`src/mem_bus_pkg.sv`:
```
package mem_bus_pkg;

  localparam int WORD_W = 32;
  localparam int LINE_W = 128;

  typedef enum logic {
    REQ_READ  = 1'b0,
    REQ_WRITE = 1'b1
  } req_kind_e;

  // host request as held in the pending slot
  typedef struct packed {
    logic [WORD_W-1:0]   addr;
    logic [WORD_W-1:0]   wdata;
    logic [WORD_W/8-1:0] be;
    req_kind_e           kind;
  } mem_req_t;

  // one memory line, seen as words or as bytes
  typedef union packed {
    logic [LINE_W/WORD_W-1:0][WORD_W-1:0] words;
    logic [LINE_W/8-1:0][7:0]             bytes;
  } mem_line_u;

endpackage
```
`src/axi_lite_pkg.sv`:
```
package axi_lite_pkg;

  localparam int AXI_ADDR_W = 32;
  localparam int AXI_DATA_W = mem_bus_pkg::LINE_W;
  localparam int AXI_STRB_W = AXI_DATA_W / 8;

  localparam logic [1:0] RESP_OKAY = 2'b00;
  localparam logic [2:0] PROT_DATA = 3'b000;  // unprivileged, secure, data

  // write address
  typedef struct packed {
    logic [AXI_ADDR_W-1:0] addr;
    logic [2:0]            prot;
  } axi_aw_t;

  // read address
  typedef struct packed {
    logic [AXI_ADDR_W-1:0] addr;
    logic [2:0]            prot;
  } axi_ar_t;

  // write data
  typedef struct packed {
    logic [AXI_DATA_W-1:0] data;
    logic [AXI_STRB_W-1:0] strb;
  } axi_w_t;

  // read data
  typedef struct packed {
    logic [AXI_DATA_W-1:0] data;
    logic [1:0]            resp;
  } axi_r_t;

  // write response
  typedef struct packed {
    logic [1:0] resp;
  } axi_b_t;

endpackage

```
`src/dram_axi_bridge.sv`:
```
`timescale 1ns/1ns

module dram_axi_bridge (
  input  logic                           clk,
  input  logic                           rst,
  input  mem_bus_pkg::mem_req_t          req,
  input  logic                           req_valid,
  output logic                           req_ready,
  output axi_lite_pkg::axi_aw_t          aw,
  output logic                           aw_valid,
  input  logic                           aw_ready,
  output axi_lite_pkg::axi_w_t           w,
  output logic                           w_valid,
  input  logic                           w_ready,
  input  axi_lite_pkg::axi_b_t           b,
  input  logic                           b_valid,
  output logic                           b_ready,
  output axi_lite_pkg::axi_ar_t          ar,
  output logic                           ar_valid,
  input  logic                           ar_ready,
  input  axi_lite_pkg::axi_r_t           r,
  input  logic                           r_valid,
  output logic                           r_ready,
  output logic [mem_bus_pkg::WORD_W-1:0] rdata,
  output logic                           rvalid,
  output logic                           wdone
);

  typedef enum logic [1:0] {
    ST_IDLE,
    ST_READING,
    ST_WRITING
  } state_e;

  state_e                          state;
  mem_bus_pkg::mem_line_u          wr_line;
  logic [axi_lite_pkg::AXI_STRB_W-1:0] wr_strb;
  mem_bus_pkg::mem_line_u          rd_line;
  logic                            accept;

  assign req_ready = (state == ST_IDLE);
  assign accept    = req_valid && req_ready;
  assign b_ready   = 1'b1;
  assign r_ready   = 1'b1;
  assign rd_line   = r.data;

  // word and enables go to the lane picked by addr[3:2]
  always_comb begin
    wr_line = '0;
    wr_line.words[req.addr[3:2]] = req.wdata;
    wr_strb = '0;
    wr_strb[{req.addr[3:2], 2'b00} +: 4] = req.be;
  end

  always_ff @(posedge clk) begin
    if (rst) begin
      state    <= ST_IDLE;
      aw_valid <= 1'b0;
      w_valid  <= 1'b0;
      ar_valid <= 1'b0;
      rvalid   <= 1'b0;
      wdone    <= 1'b0;
    end else begin
      rvalid <= 1'b0;  // one-cycle pulses
      wdone  <= 1'b0;
      case (state)
        ST_IDLE: begin
          if (accept) begin
            if (req.kind == mem_bus_pkg::REQ_WRITE) begin
              state    <= ST_WRITING;
              aw_valid <= 1'b1;
              w_valid  <= 1'b1;
            end else begin
              state    <= ST_READING;
              ar_valid <= 1'b1;
            end
          end
        end
        ST_READING: begin
          ar_valid <= ar_valid & ~ar_ready;
          if (r_valid) begin
            state  <= ST_IDLE;
            rvalid <= 1'b1;
          end
        end
        ST_WRITING: begin
          aw_valid <= aw_valid & ~aw_ready;
          w_valid  <= w_valid & ~w_ready;
          if (b_valid) begin
            state <= ST_IDLE;
            wdone <= 1'b1;
          end
        end
        default: state <= ST_IDLE;
      endcase
    end
  end

  always_ff @(posedge clk) begin
    if (accept) begin
      aw.addr <= req.addr;
      aw.prot <= axi_lite_pkg::PROT_DATA;
      ar.addr <= req.addr;
      ar.prot <= axi_lite_pkg::PROT_DATA;
      w.data  <= wr_line;
      w.strb  <= wr_strb;
    end
    // ar.addr still holds the lane of the pending read
    if (state == ST_READING && r_valid) rdata <= rd_line.words[ar.addr[3:2]];
  end

endmodule

```
`config.mk`:
```
export PLATFORM = sky130hd
export DESIGN_NAME = dram_axi_bridge
export DESIGN_NICKNAME = d
export VERILOG_FILES = /design/src/mem_bus_pkg.sv /design/src/axi_lite_pkg.sv /design/src/dram_axi_bridge.sv
export SDC_FILE = /design/constraint.sdc
export NUM_CORES = 1
export LEC_CHECK = 0
export ABC_AREA = 1
export BUFFER_PORTS_ARGS = -buffer_cell sky130_fd_sc_hd__clkbuf_2
export CAP_MARGIN = 20
export CORE_AREA = 2 2 181 183
export DETAILED_ROUTE_END_ITERATION = 10
export DIE_AREA = 0 0 183 185
export PLACE_DENSITY_LB_ADDON = 0.1
export SYNTH_ARGS = -nofsm -noshare
export SYNTH_HDL_FRONTEND = slang
export SYNTH_SLANG_ARGS = --single-unit
```
`constraint.sdc`:
```
create_clock -name clk -period 14.51 [get_ports clk]
set_input_delay 2.1765 -clock clk [delete_from_list [all_inputs] [get_ports clk]]
set_output_delay 2.1765 -clock clk [all_outputs]
set_load 0.1 [all_outputs]
```
# Yosys cells after proc, flatten, opt, wreduce, memory -nomap -nowiden
# Index checks and enable logic that the tools add are counted.
# word_totals
inputBits	209
word_cells	62
reg_bits	215
output_inout_bits	254
# op_classes
n_mux	18
n_addsub	1
reduce_logical	11
order_cmp	3
n_eq_ne	7
shifts	2
n_bitwise	10
# ops
operator	count
$and A128 B128 Y128	1
$bmux W32 S2	1
$demux W32 S2	1
$mux W32	2
$and A16 B16 Y16	1
$shift A4 B6 Y16 const A	1
$shiftx A4 B6 Y16	1
$reduce_and A3 Y1	3
$mux W2	4
$ne A2 B2 Y1 const B	4
$lt A2 B3 Y1 const B	2
$mux W1	6
$neg A4 Y6	1
$pmux W1 S2	3
$pmux W2 S3	1
$not A1 Y1	5
$reduce_bool A2 Y1	2
$reduce_or A2 Y1	2
$and A1 B1 Y1	3
$logic_and A1 B1 Y1	3
$eq A2 B1 Y1 const B	1
$eq A2 B2 Y1 const B	1
$ge A2 B1 Y1 const B	1
$logic_not A2 Y1	1
$ne A2 B1 Y1 const B	1

# Logic depth before layout (Yosys ltp)
# logic_depth
depth_word	5
ltp_mapped	7
mapped_depth_nobuf	6

# Worst setup path before layout
# OpenSTA, ideal clock, no wires.
# synth_path
kind	input to register
from	in req_valid
to	reg ar[10] (netlist name), enable pin
arrival_time_ps	9498
path_buffers	0
slack_ps	4297
setup_time_ps	715
required_ps	13795
path_stages	2
path_cell_list	inv_1 -> nor2_1
# synth_between
elab_chain_len	1
# synth_lines
element	line	source
from (decl)	dram_axi_bridge.sv:7	input logic req_valid,
$logic_and A1 B1 Y1	dram_axi_bridge.sv:42	assign accept = req_valid && req_ready;
named net accept	dram_axi_bridge.sv:39	logic accept;
to (decl)	dram_axi_bridge.sv:18	output axi_lite_pkg::axi_ar_t ar,
# The timed path passes the listed nets, and every way through them passes these cells.
# A chain may end at the register's enable or synchronous reset.

# Worst setup path after layout
# layout_path
from	reg ar[5] (netlist name)
to	out ar[5] (netlist name)
# No word-level cell between the ends.

==> qor.txt <==
R2R setup slack -> 12.50 ns
Core outline area -> 0.0320 mm^2
Leakage -> 0.00621 uW
Simple-gate area share of the yosys netlist -> 0.105
Num ports -> 463
Routed WL -> 28000 um
Via count -> 6910
Filler cells -> 3299
Total Nets Final -> 1424
1st-iter DRT viols -> 401
CP Class -> reg2out
Final hold vios -> 0
Global-route wire length before repair -> 40000 um
GR Util met1 -> 0.186
Grt met3 use -> 0.0452
Std-Cell Rows -> 66
Layout overhead on the synthesized area -> 34.2%
Final std cells w/o fill -> 1634
Layout cell share with drive strength beyond 1 -> 0.413
Post-synthesis mux area share -> 0
Post-DP HPWL -> 19400 um
RSZ-0062 raised after global routing -> false
Vias/cell -> 4.23
CP Max Fanout -> 67
Clock latency on the worst-skew pair -> 0.53 ns
Adder-Cell Fraction of Synth Area -> 0.0110
Synth Area per Inst -> 11.5 um^2
Total CTS buffers -> 26
Pwr Density -> 164 mW/mm^2
Req. time, crit path -> 12.33 ns
Sink Count -> 215
HP Class -> reg2reg
Fin Setup TNS -> 0 ns
Total track usage -> 0.156
Startpoint Class -> register
Register area share after synthesis -> 0.703
Fin crit share -> 0.285
Largest net degree at the start of global routing -> 177
Maxcap violations -> 0
Critical path arrival -> 1.96 ns
DR DRC count -> 0
CTS tree -> done
Worst Skew -> 0.0107 ns
Drt first pass iters -> 5
Maximum vdd drop -> 101 uV
Die Wd -> 183 um
Compound-cell area share of the yosys netlist -> 0.0606
Most Crowded Layer GR -> met2
Hold buffer count at CTS -> 0
H-tree levels -> 1
Number of global-route vias before repair -> 6638
Status -> completed
Avg WL per Cell -> 17.2 um
Final max-slew violation count -> 0
Clk pin slew, worst setup/hold paths -> 0.06 ns
Starting Density -> 0.283
Post-Syn Area -> 0.00908 mm^2
Post-cts sizing count -> 0
Die area -> 0.0339 mm^2
PortBufs -> 450
Design Power -> 2000 uW
Post-Synth XOR/XNOR Area -> 0
Die Y -> 185 um
Yosys cell types -> 23
Root buffer cell -> clkbuf_16
Post-detailed-route count of antenna-violating nets -> 0
Synth warn -> 0
Antenna violations before repair -> 1
Gr ovfl total -> 0
Combinational family with the most area after synthesis -> buffers and inverters
Met2 GRT Util -> 0.275
Longest Clk Path Bufs -> 3
Synthesis-stage register bit count -> 215
Max-slew headroom -> 0.217
Mapped Cells -> 792
Fmax -> 242 MHz
Setup violators final -> 0
Tightest Pin Transition -> 1.17 ns
Inst Count DP -> 1587
Number of buffers added for setup after CTS -> 0
Final GP Congestion -> 0.827
Diodes inserted -> 0
Minimum clock period -> 4.14 ns
Worst Setup End Kind -> output port
-- worst max-delay path, cell delays in order (launching register included) --
cell,delay [ns]
edfxtp_1,0.32
buf_4,0.53
clkbuf_2,0.57
-- cells in the mapped netlist --
cell / number / share of area
ha_1: 8 / 0.011
edfxtp_1: 208 / 0.69
o21ai_1: 30 / 0.017
clkbuf_1: 2 / 0.00083
o21ai_0: 37 / 0.020
nor4_1: 4 / 0.0028
inv_6: 1 / 0.00096
o22ai_1: 32 / 0.022
a21oi_1: 3 / 0.0017
dfxtp_1: 7 / 0.015
conb_1: 2 / 0.00083
buf_2: 22 / 0.012
buf_6: 7 / 0.0087
nor3_1: 6 / 0.0033
nand3_1: 6 / 0.0033
nand2_2: 1 / 0.00069
inv_2: 2 / 0.00083
buf_4: 42 / 0.035
nor2_4: 1 / 0.0012
nand3_2: 2 / 0.0022
inv_1: 147 / 0.061
nand2_1: 140 / 0.058
nor2_1: 82 / 0.034
-- cell type report --
cell class	count	area (um^2)	area share
sequential	215	6390	0.524
timing repair buffer	454	2290	0.188
multi-input combinational	360	1660	0.136
clock buffer	31	691	0.0567
inverter	150	568	0.0466
tap	408	510	0.0419
clock inverter	16	77.6	0.00637
-- placed cells by master (no fill, tap or decap), types with 6 or more instances in the layout --
| cell | netlist | final |
|---|---|---|
| clkbuf_2 | 0 | 450 |
| inv_1 | 147 | 147 |
| nor3_1 | 6 | 6 |
| nand2_1 | 140 | 140 |
| o21ai_0 | 37 | 37 |
| o21ai_1 | 30 | 30 |
| conb_1 | 2 | 8 |
| o22ai_1 | 32 | 32 |
| edfxtp_1 | 208 | 208 |
| clkinv_2 | 0 | 11 |
| nand3_1 | 6 | 6 |
| clkbuf_16 | 0 | 27 |
| dfxtp_1 | 7 | 7 |
| nor2_1 | 82 | 80 |
-- sequential cells by signal (all words and copies together) (netlist names) --
name,flops
state,2
rvalid,1
wdone,1
ar,32
w,144
ar_valid,1
w_valid,1
aw_valid,1
rdata,32
-- final timing paths --
| check | start | endpoint | cells after the start |
|---|---|---|---|
| hold / removal | ar_valid | ar_valid | 2 |
| setup / recovery | ar[5] | ar[5] | 2 |
| setup reg to reg | state[1] | ar[19] | 4 |
| hold reg to reg | ar_valid | ar_valid | 2 |
-- where the power goes --
part | internal, uW | switching, uW | leakage [uW]
clock | 337 | 252 | 0.000387
combinational | 78.8 | 561 | 0.00374
sequential | 753 | 16.3 | 0.00208
-- stage by stage --
step	util	cell area, um^2	hold WS [ns]	setup slack (ns)
2_1_floorplan	-	9100	0.548	4.30
3_3_place_gp	0.356	11400	0.453	10.32
3_5_place_dp	0.356	11400	0.461	10.28
4_1_cts	0.380	12200	0.471	10.32
5_1_grt	0.380	12200	0.502	10.24
6_report	0.380	12200	0.470	10.37
-- routing by layer --
layer  up-vias  share of wire  routed length [um]
met2       274           0.49               13900
met5         -              0                   0
met3        42          0.079                2220
met1      3216           0.40               11200
met4         0          0.027                 757
li1       3378              -                   -
-- kinds of logic after synthesis --
| group | after synthesis |
|---|---|
| AOI/OAI and AO/OA | 102 |
| DFF | 215 |
| other | 2 |
| and+or+nand+nor | 242 |
| adders and majority gates | 8 |
| buffers and inverters | 223 |
Note: power is estimated with default switching activity, not from simulation.
