`src/mem_bus_pkg.sv`:
```
package mem_bus_pkg;

  localparam int WORD_W = 32;
  localparam int LINE_W = 128;

  typedef enum logic {
    REQ_READ  = 1'b0,
    REQ_WRITE = 1'b1
  } req_kind_e;

  // host request as held in the pending slot
  typedef struct packed {
    logic [WORD_W-1:0]   addr;
    logic [WORD_W-1:0]   wdata;
    logic [WORD_W/8-1:0] be;
    req_kind_e           kind;
  } mem_req_t;

  // one memory line, seen as words or as bytes
  typedef union packed {
    logic [LINE_W/WORD_W-1:0][WORD_W-1:0] words;
    logic [LINE_W/8-1:0][7:0]             bytes;
  } mem_line_u;

endpackage
```
`src/dram_port_capture.sv`:
```
`timescale 1ns/1ns

module dram_port_capture (
  input  logic                             clk,
  input  logic                             rst,
  input  logic                             oe,
  input  logic [mem_bus_pkg::WORD_W-1:0]   addr,
  input  logic [mem_bus_pkg::WORD_W-1:0]   wdata,
  input  logic [mem_bus_pkg::WORD_W/8-1:0] we,
  output mem_bus_pkg::mem_req_t            req,
  output logic                             req_valid,
  input  logic                             req_ready,
  output logic                             busy
);

  logic full;
  logic load;

  assign load = oe && !full;  // oe while busy is dropped

  always_ff @(posedge clk) begin
    if (rst) begin
      full <= 1'b0;
    end else if (req_valid && req_ready) begin
      full <= 1'b0;
    end else if (load) begin
      full <= 1'b1;
    end
  end

  always_ff @(posedge clk) begin
    if (load) begin
      req.addr  <= addr;
      req.wdata <= wdata;
      req.be    <= we;
      // any enabled byte makes it a write
      req.kind  <= (|we) ? mem_bus_pkg::REQ_WRITE : mem_bus_pkg::REQ_READ;
    end
  end

  assign req_valid = full;
  assign busy      = full;

endmodule

```
`config.mk`:
```
export PLATFORM = sky130hd
export DESIGN_NAME = dram_port_capture
export DESIGN_NICKNAME = d
export VERILOG_FILES = /design/src/mem_bus_pkg.sv /design/src/dram_port_capture.sv
export SDC_FILE = /design/constraint.sdc
export NUM_CORES = 1
export LEC_CHECK = 0
export BUFFER_PORTS_ARGS = -buffer_cell sky130_fd_sc_hd__buf_4
export CAP_MARGIN = 0
export CORE_UTILIZATION = 35
export CTS_CLUSTER_DIAMETER = 60
export CTS_CLUSTER_SIZE = 16
export DETAILED_ROUTE_END_ITERATION = 16
export PLACE_DENSITY = 0.68
export SLEW_MARGIN = 20
export SYNTH_ARGS = -nofsm -noshare
export SYNTH_HDL_FRONTEND = slang
export SYNTH_SLANG_ARGS = --single-unit
```
`constraint.sdc`:
```
create_clock -name clk -period 4.2 [get_ports clk]
set_input_delay 0.21 -clock clk [delete_from_list [all_inputs] [get_ports clk]]
set_output_delay 0.21 -clock clk [all_outputs]
set_load 0.005 [all_outputs]
```
**Yosys cells after proc, flatten, opt, wreduce, memory -nomap -nowiden**

Cells that the tools add are included.

- Equal/unequal tests: 0
- Multiply operators: 0
- Shift-type cells: 0
- Mux-type cells: 1
- $add $sub $neg: 0
- Bitwise operators: 0
- Div/mod/pow operators: 0
- Reductions and logical operators: 5
- Magnitude comparators: 0

Operators by type and width:

| cell | number |
|---|---|
| 4-bit OR reduction | 1 |
| 1-bit logical AND | 2 |
| 2-bit OR reduction | 1 |
| 1-bit logical NOT | 1 |
| 1-bit two-way mux | 1 |

- Bits in read-only memories: 0
- Register bits after elaboration: 70
- Output and inout bits: 71
- Memories kept: 0
- Bits in writable memories: 0
- Latch bits: 0

**Longest topological paths before layout**

Gate-level depths: netlist of run 1.

- Word-level depth: 2
- Depth in mapped cells: 2

**Worst setup path before layout of run 1**

Ideal clock, no wire load.

- Kind: reg-to-reg
- From: register full, in the netlist busy
- To: register full, in the netlist busy
- Slack: 0.234 ns
- Setup time: 0.071 ns
- Stages on the path, launching flop included: 3
- Data arrival time: 3.895 ns
- Clock period less this slack: 3.966 ns
- Path buffers: 0
- Path through: dfxtp_1 > nor2b_1 > o21ba_2

- Cells in the longest elaborated chain, start to end: 2
- Elaborated cells between the ends (all ways): 4
- Classes of those cells: reduce/logical: 4

RTL lines:

| element | RTL line | source |
|---|---|---|
| from (decl) | dram_port_capture.sv:16 | `logic full;` |
| from (signal assigned) | dram_port_capture.sv:23 | `full <= 1'b0;` |
| from (signal assigned) | dram_port_capture.sv:25 | `full <= 1'b0;` |
| from (signal assigned) | dram_port_capture.sv:27 | `full <= 1'b1;` |
| 1-bit logical NOT | dram_port_capture.sv:19 | `assign load = oe && !full;` |
| 1-bit logical AND | dram_port_capture.sv:19 |  |
| named net load | dram_port_capture.sv:17 | `logic load;` |

The timed path passes the listed nets, and every way through them passes these cells.
A chain may end at the register's enable or synchronous reset.

**Worst setup path in the final report of run 1**

- From: register full, in the netlist busy
- To: register req[10] (netlist bit) (enable)

- Cells in the longest elaborated chain, start to end: 2

RTL lines:

| element | RTL line | source |
|---|---|---|
| 1-bit logical NOT | dram_port_capture.sv:19 |  |
| 1-bit logical AND | dram_port_capture.sv:19 |  |
| named net load | dram_port_capture.sv:17 |  |
| to (decl) | dram_port_capture.sv:10 | `output mem_bus_pkg::mem_req_t req,` |

The timed path passes the listed nets, and every way through them passes these cells.

==> results.yml, run 1 <==
status:
  status: "completed"
detailed_routing:
  drt_pass1_iterations: 4
  wl_mm: 4.61
  vias: 1296
  viasPerCell: 4.22
  wl_per_cell_um: 15.0
  ant_nets: 0
  drcViolationCount: 0
  drt_iter0_drc: 70
sta:
  fmax_mhz: 652
  slew_headroom_pct: 42.6
  drv_slew: 0
  setup-violations-final: 0
  finalCritPeriodShare_pct: 36.5
  fin_skew_ps: 10.5
  hold_violations: 0
  grt_setup_unrepaired: "false"
  timing.final.crit_period_ps: 1530
  tns_ps: 0
  tightestPinTransition_ps: 861
worst_setup_path:
  required_ps: 4160
  critPathMaxStageDelay_ps: 670
  rr_startpoint: "busy$_SDFFE_PP0P_"
  cp-startpoint: "busy$_SDFFE_PP0P_"
  path_class: "reg2reg"
  ff2ff_path_depth: 2
  critPathLaunchType: "flop"
  crit_fanout: 70
  r2r_slack_ps: 2670
  worstReg2RegEnd: "req[10]$_DFFE_PP_"
  cp_slowest_cell: "buf_4"
  arrival_ps: 1490
  crit_path_end_kind: "flop"
  worstPathCellList: "nor2b_4, buf_4"
logic_synthesis:
  synth_area_mm2: 0.00213
  synth_top_area_cell: "edfxtp_1"
  ys.flop_type: "edfxtp_1"
  synth_top_area_share_pct: 97.3
  synth.distinct_cells: 6
  synth_cells: 75
  synth_common_cells: "edfxtp_1, nor2b_1"
  postSynthAreaPerCell_um2: 28.4
  ys_async_sr_fraction_pct: 0
  syn_nets: 147
  yosysWarnings: 0
  synth.ff_latch_count: 70
  synth-edff-count: 69
  synthTopCellsByArea: "edfxtp_1, dfxtp_1, nor2b_1, o21ba_2, buf_4"
  ys_seq_area_share_pct: 98.2
  yosysMostFrequentCell: "edfxtp_1"
floorplan:
  die_w_um: 80
  die_h_um: 80
  row_count: 28
  initial_utilization_pct: 36.2
  design.core.area_mm2: 0.00589
  die_area_mm2: 0.00640
  io_pins: 143
hold_path:
  hp-start: "addr[0]"
  whs_endpoint: "req[37]$_DFFE_PP_"
  whs_path_depth: 1
  hold_path.class: "in2reg"
global_routing:
  grtUsageTotal_pct: 14.6
  use_met3_pct: 4.69
  grt_use_met2_pct: 23.2
  grt_use_met1_pct: 16.5
  antenna_found_initial: 0
  grt_max_degree: 71
  grt_pass1_vias: 1300
  busiest_layer: "met2"
  grt_pass1_wl_mm: 6.51
  grt_overflow: 0
run:
  cap_violations: 0
clock_network:
  clock_sinks: 70
  cts_resized: 0
  cts_tree: "built"
  insertion_delay_ps: 340
  cts_root_buffer: "clkbuf_8"
  post_cts_buffers: 0
  htreeDepth: 3
  hold_buffers: 0
  cts_buffers: 9
  cts_buffer_depth: 2
  clkSlewWorstSetupHoldPaths_ps: 80
layout:
  final_nets: 300
  diodes: 0
  area_delta_synth_final_pct: 65.9
  fin_cells: 307
  drive_above_1_share_pct: 69.0
placed_design:
  io_buffers: 142
  dp.cells: 292
  place_congestion: 0.677
power:
  p_per_area_mw_per_mm2: 453
  power.leakage_nw: 1.49
  irDropWorstVdd_mv: 0.259
[power breakdown]
| part | leakage, nW | switching (mW) | internal, mW |
|---|---|---|---|
| sequential | 0.669 | 0.0116 | 0.819 |
| combinational | 0.702 | 0.0486 | 0.0884 |
| clock | 0.115 | 0.243 | 0.391 |
| total | 1.49 | 0.303 | 1.30 |
[per-stage QoR]
step                cell area, um^2  worst slack, ps  hold slack (ps)  utilization, %  power [mW]
floorplan                      2130              234              309               -       0.871
global placement               3300             2690              388            56.0       0.981
detailed placement             3300             2660              389            56.0       0.986
CTS                            3530             2650             33.5            60.0        1.62
global route                   3530             2560             24.9            60.0        1.66
finish                         3530             2670             43.3            60.0        1.60
[kinds of logic after synthesis]
family	after synthesis	synth area share (%)
buffers and inverters	1	0.353
flip-flops	70	98.2
AND/OR/NAND/NOR	3	0.940
AO/OA/AOI/OAI	1	0.470
[worst max-delay path by stage]
stage / end / cells past startpoint
final: req[10]$_DFFE_PP_ / 2
after global routing: req[27]$_DFFE_PP_ / 2
after CTS: req[10]$_DFFE_PP_ / 2
after detailed placement: req[34]$_DFFE_PP_ / 2
after global placement: req[17]$_DFFE_PP_ / 2
after floorplan: busy$_SDFFE_PP0P_ / 2
[area by class of cell]
class | count | area (um^2)
repair buffers | 143 | 1070
flip-flops and latches | 70 | 2090
well taps | 75 | 93.8
clock buffers | 9 | 124
fillers | 477 | 2350
clock inverters | 6 | 111
multi-input cells | 4 | 37.5
[cells in the final DEF, fill, tap and decap left out]
| cell | instances |
|---|---|
| buf_4 | 143 |
| edfxtp_1 | 69 |
| clkbuf_8 | 9 |
| bufinv_16 | 3 |
| nor2b_4 | 1 |
| or4_1 | 1 |
| nor2b_1 | 1 |
| o21ba_2 | 1 |
| dfxtp_1 | 1 |
| clkinvlp_4 | 1 |
| clkinv_2 | 1 |
| clkinv_4 | 1 |
[registers in the layout, summed over array words and instances, names as in the netlist]
signal / flops
req: 69
busy: 1
[metal layers]
metal	wire [um]	vias up
met1	1640	594
met2	2320	84
li1	-	606
met3	478	12
met4	161	0
met5	0	-
[worst max-delay path: cells and delay by family (launching register included)]
| kind | cells | cell delay (ps) |
|---|---|---|
| buf+inv | 1 | 670 |
| flops | 1 | 350 |
| simple gates | 1 | 110 |
(Power assumes the default switching activity.)
==> inputs of run 2 (changes only) <==
Settings changed: ABC_AREA set to 1, PLACE_DENSITY 0.68 to 0.71.
Clock period 4.2 ns to 1.3 ns, I/O delays scaled along.
==> run 2 against run 1 <==
Combinational power rose to 4.8 times the previous value. Via count grew 28%. Flip-flop and latch count did not move. First-iteration DRC count grew 4.3%. Synthesized cell count is 8.0% higher. Hold slack gained 390 ps. Setup slack got worse by 2600 ps. Clock skew is 2.3 ps lower. Critical path type is now in2reg. Largest cell class unchanged.
==> results.yml, run 2 <==
layout:
  final_common_cell: "buf_4"
  fin_cells: 385
  drive_above_1_share_pct: 51.9
  top_register: "req"
  layout_common_cells: "buf_4, dlygate4sd3_1, edfxtp_1"
  final_nets: 378
  diodes: 0
  area_delta_synth_final_pct: 102
  nFillCells: 352
  largest_reg_flops: 69
worst_setup_path:
  arrival_ps: 1510
  crit_path_end_kind: "flop"
  ff2ff_path_depth: 4
  worstReg2RegEnd: "busy$_SDFFE_PP0P_"
  crit_fanout: 1
  required_ps: 1570
  rr_startpoint: "busy$_SDFFE_PP0P_"
  r2r_slack_ps: 90
  critPathLaunchType: "input port"
  path_class: "in2reg"
sta:
  setup-violations-final: 0
  timing.final.crit_period_ps: 1240
  hold_violations: 0
  fin_skew_ps: 8.23
  fmax_mhz: 808
  grt_setup_unrepaired: "false"
  fin_hold_ws_ps: 434
  drv_slew: 0
  tightestPinTransition_ps: 223
  finalCritPeriodShare_pct: 95.2
  slew_headroom_pct: 85.1
clock_network:
  clkSlewWorstSetupHoldPaths_ps: 80
  insertion_delay_ps: 330
  cts_buffers: 9
  cts_root_buffer: "clkbuf_8"
  cts_buffer_depth: 2
  cts_tree: "built"
  htreeDepth: 3
  clock_sinks: 70
  cts_resized: 0
logic_synthesis:
  ys.flop_type: "edfxtp_1"
  synth_area_mm2: 0.00214
  synthTopCellsByArea: "edfxtp_1, dfxtp_1, nor2_1, nand2_1, buf_4"
  yosysWarnings: 0
  synth-edff-count: 69
  synth_common_cells: "edfxtp_1, nor2_1, nand2_1, inv_1"
  synth_top_area_share_pct: 97.0
  synth.ff_latch_count: 70
  synth_cells: 81
  yosysMostFrequentCell: "edfxtp_1"
  syn_nets: 153
  synth.distinct_cells: 6
  synth_top_area_cell: "edfxtp_1"
  ys_seq_area_share_pct: 97.9
  ys_async_sr_fraction_pct: 0
  postSynthAreaPerCell_um2: 26.4
floorplan:
  row_count: 28
  die_h_um: 80.1
  io_pins: 143
  die_w_um: 80.1
  die_area_mm2: 0.00642
  design.core.area_mm2: 0.00592
  initial_utilization_pct: 36.1
placed_design:
  dp.cells: 299
  io_buffers: 142
  place_congestion: 0.695
power:
  pwr-share-comb_pct: 11.7
  power.leakage_nw: 1.82
  seq_power_share_pct: 48.0
  p_sw_share_pct: 19.0
  p_per_area_mw_per_mm2: 1300
  p_total_mw: 5.61
  switching_power_mw: 1.07
  p_int_mw: 4.54
  irDropWorstVdd_mv: 1.02
  clock_power_share_pct: 40.3
hold_path:
  hp-start: "addr[6]"
  hold_path.class: "in2reg"
  whs_endpoint: "req[43]$_DFFE_PP_"
  whs_path_depth: 2
detailed_routing:
  wl_per_cell_um: 16.7
  drt_pass1_iterations: 4
  drcViolationCount: 0
  ant_nets: 0
  viasPerCell: 4.32
  drt_iter0_drc: 73
  vias: 1664
  wl_mm: 6.44
run:
  cap_violations: 0
status:
  status: "completed"
global_routing:
  antenna_found_initial: 0
  grt_max_degree: 42
  grt_overflow: 0
  grtUsageTotal_pct: 20.6
  grt_pass1_wl_mm: 9.11
  grt_pass1_vias: 1850
==> run 2: cell count changes in the layout (fill, tap and decap cells not counted), moves of 2 or more <==
cell           previous run  this run
buf_12                    0         2
dlygate4sd3_1             0        71
inv_1                     0         2
nand2_1                   0         3
nor2_1                    0         4
==> run 2: worst max path at each step <==
| stage | start | end | cells after the start |
|---|---|---|---|
| floorplan | busy$_SDFFE_PP0P_ | req[0]$_DFFE_PP_ | 1 |
| global placement | busy$_SDFFE_PP0P_ | req[38]$_DFFE_PP_ | 2 |
| detailed placement | busy$_SDFFE_PP0P_ | req[4]$_DFFE_PP_ | 2 |
| CTS | busy$_SDFFE_PP0P_ | busy$_SDFFE_PP0P_ | 4 |
| global route | rst | busy$_SDFFE_PP0P_ | 6 |
| finish | rst | busy$_SDFFE_PP0P_ | 6 |
==> run 2: kinds of logic (layout without fill, tap and decap cells) <==
| kind of cell | count (synthesis) | in the layout | share of synthesized area [%] |
|---|---|---|---|
| flops | 70 | 70 | 97.9 |
| buf+inv | 3 | 232 | 0.703 |
| simple gates | 8 | 8 | 1.41 |
==> run 2: layout make-up <==
class | instances | area (um^2) | area share [%]
tap | 75 | 93.8 | 2.18
timing repair buffer | 215 | 1820 | 42.2
sequential | 70 | 2090 | 48.6
multi-input combinational | 8 | 37.5 | 0.872
inverter | 2 | 7.51 | 0.174
clock inverter | 6 | 134 | 3.11
clock buffer | 9 | 124 | 2.88
==> run 2: metal layers <==
layer	vias up	track usage (%)	routed length, um
met5	-	0	0
met4	0	12.0	212
met3	21	8.30	587
met2	107	38.5	3580
met1	774	18.3	2060
li1	762	-	-
==> run 2: critical path, cell delays in order <==
cell and delay, ps:
dlygate4sd3_1 570, buf_4 150, inv_1 50, nand2_1 50, dlygate4sd3_1 550, nor2_1 80
==> run 2: power by group through the flow <==
| stage | Clock (mW) | Sequential, mW | Combinational, mW |
|---|---|---|---|
| 2_1_floorplan | 0 | 2.75 | 0.0555 |
| 3_3_place_gp | 0 | 2.73 | 0.466 |
| 3_5_place_dp | 0 | 2.73 | 0.472 |
| 4_1_cts | 2.28 | 2.68 | 0.646 |
| 5_1_grt | 2.38 | 2.70 | 0.701 |
| 6_report | 2.26 | 2.69 | 0.659 |
==> run 2: timing repair <==
action	in CTS	in global routing
hold endpoints to repair	70	0
setup buffers	0	0
hold buffers	71	0
==> run 2: stage by stage <==
step	setup slack (ps)	area, um^2	utilization, %	TNS (ps)
after detailed placement	242	3340	56.4	0
final	62.2	4310	72.7	0
after global placement	256	3340	56.4	0
after floorplan	-468	2150	-	-32270
after global routing	15.7	4310	72.7	0
after CTS	122	4310	72.7	0
==> inputs of run 3 (changes only) <==
Settings changed: ABC_CLOCK_PERIOD_IN_PS set to 1100.
Clock period 1.3 ns to 1.1 ns, I/O delays scaled along.
==> run 3 against run 2 <==
Global-route usage grew 0.42 points. Clock-buffer cell count is the same. Non-clock buffer count grew 2. Clock skew grew 3.3 ps. Register-to-register slack lost 50 ps. Critical path depth shrank 4. Sequential power grew 18%. Hold slack lost 100 ps. Sequential share of layout area grew 0.071 points. Clock power grew 8%. Critical path type is now reg2reg. Critical endpoint is now req[18]$_DFFE_PP_. Highest routed layer unchanged.
==> results.yml, run 3 (synthesis gave the netlist of run 2 again) <==
clock_network:
  insertion_delay_ps: 340
  clock_sinks: 70
  cts_tree: "built"
  post_cts_buffers: 0
  clkSlewWorstSetupHoldPaths_ps: 80
  cts_root_buffer: "clkbuf_8"
  htreeDepth: 3
  cts_buffers: 9
  cts_buffer_depth: 2
worst_setup_path:
  required_ps: 1140
  crit_path_end_kind: "flop"
  arrival_ps: 1090
  worstReg2RegEnd: "req[18]$_DFFE_PP_"
  path_class: "reg2reg"
  rr_startpoint: "busy$_SDFFE_PP0P_"
  ff2ff_path_depth: 2
  crit_fanout: 13
  r2r_slack_ps: 40
  cp-startpoint: "busy$_SDFFE_PP0P_"
  critPathLaunchType: "flop"
sta:
  hold_violations: 0
  tns_ps: 0
  drv_slew: 0
  timing.final.crit_period_ps: 1060
  grt_setup_unrepaired: "false"
  tightestPinTransition_ps: 180
  finalCritPeriodShare_pct: 96.1
  fin_skew_ps: 11.6
  fmax_mhz: 946
  setup-violations-final: 0
  setup_slack_ps: 43.3
  slew_headroom_pct: 88.0
floorplan:
  design.core.area_mm2: 0.00592
  row_count: 28
  die_h_um: 80.1
  die_area_mm2: 0.00642
  io_pins: 143
  die_w_um: 80.1
  initial_utilization_pct: 36.1
power:
  irDropWorstVdd_mv: 0.949
  power.leakage_nw: 1.81
  p_total_mw: 6.41
  p_int_mw: 5.14
  p_per_area_mw_per_mm2: 1490
  seq_power_share_pct: 49.5
  clock_power_share_pct: 38.1
  p_sw_share_pct: 19.8
  pwr-share-comb_pct: 12.3
  switching_power_mw: 1.27
layout:
  fin_cells: 388
  top_register: "req"
  layout_common_cells: "buf_4, dlygate4sd3_1, edfxtp_1"
  final_nets: 380
  diodes: 0
  largest_reg_flops: 69
  drive_above_1_share_pct: 51.8
  final_common_cell: "buf_4"
  postLayoutCellArea_mm2: 0.00430
  area_delta_synth_final_pct: 101
detailed_routing:
  viasPerCell: 4.38
  drt_iter0_drc: 60
  drt_pass1_iterations: 4
  drcViolationCount: 0
  vias: 1698
  wl_per_cell_um: 16.5
  wl_mm: 6.39
  ant_nets: 0
global_routing:
  grt_pass1_wl_mm: 9.34
  grt_overflow: 0
  grtUsageTotal_pct: 21.0
  antenna_found_initial: 0
  grt_pass1_vias: 1831
  grt_max_degree: 29
placed_design:
  io_buffers: 142
  post_dp_cell_area_mm2: 0.00335
  place_congestion: 0.692
  dp.cells: 301
  dp_worst_setup_slack_ps: 82.7
hold_path:
  whs_path_depth: 4
  hp-start: "oe"
  whs_endpoint: "req[11]$_DFFE_PP_"
  hold_path.class: "in2reg"
run:
  cap_violations: 0
status:
  status: "completed"
-- run 3: power by group through the flow --
stage / Combinational, mW / Sequential (mW) / Clock [mW]
after floorplan: 0.0656 / 3.25 / 0
after global placement: 0.560 / 3.22 / 0
after detailed placement: 0.570 / 3.23 / 0
after CTS: 0.772 / 3.17 / 2.45
after global routing: 0.846 / 3.19 / 2.59
final: 0.791 / 3.17 / 2.44
-- run 3: layout make-up --
| type | instances | area, um^2 |
|---|---|---|
| Clock buffer | 9 | 124 |
| Tap cell | 75 | 93.8 |
| Multi-Input combinational cell | 8 | 37.5 |
| Clock inverter | 7 | 113 |
| Fill cell | 349 | 1620 |
| Inverter | 2 | 7.51 |
| Sequential cell | 70 | 2090 |
| Timing Repair Buffer | 217 | 1830 |
-- run 3: how the worst max path moves through the flow --
| stage | slack (ps) | end | depth (start not counted) |
|---|---|---|---|
| 6_report | 40 | req[18]$_DFFE_PP_ | 2 |
| 5_1_grt | 8 | req[47]$_DFFE_PP_ | 2 |
| 4_1_cts | 80 | req[56]$_DFFE_PP_ | 2 |
| 3_5_place_dp | 80 | req[18]$_DFFE_PP_ | 2 |
| 3_3_place_gp | 90 | req[6]$_DFFE_PP_ | 2 |
| 2_1_floorplan | -670 | req[0]$_DFFE_PP_ | 1 |
-- run 3: critical path, cell delays in order, from the launching register on --
cell and delay [ps]:
dfxtp_2 340, nor2_4 160, buf_4 250
-- run 3: layer usage --
layer / track usage, % / routed length, um / up-vias
li1: - / - / 770
met1: 21.0 / 2190 / 803
met2: 36.7 / 3410 / 111
met3: 9.77 / 651 / 14
met4: 10.4 / 140 / 0
met5: 0 / 0 / -
-- run 3: what timing repair did --
item                                   in CTS  in global routing
endpoints found under the hold margin      70                  0
hold buffers                               71                  0
gates resized for setup                     0                  0
-- run 3: through the flow --
stage	hold slack, ps	utilization, %
2_1_floorplan	154	-
3_3_place_gp	233	56.6
3_5_place_dp	234	56.6
4_1_cts	309	72.6
5_1_grt	323	72.6
6_report	332	72.6
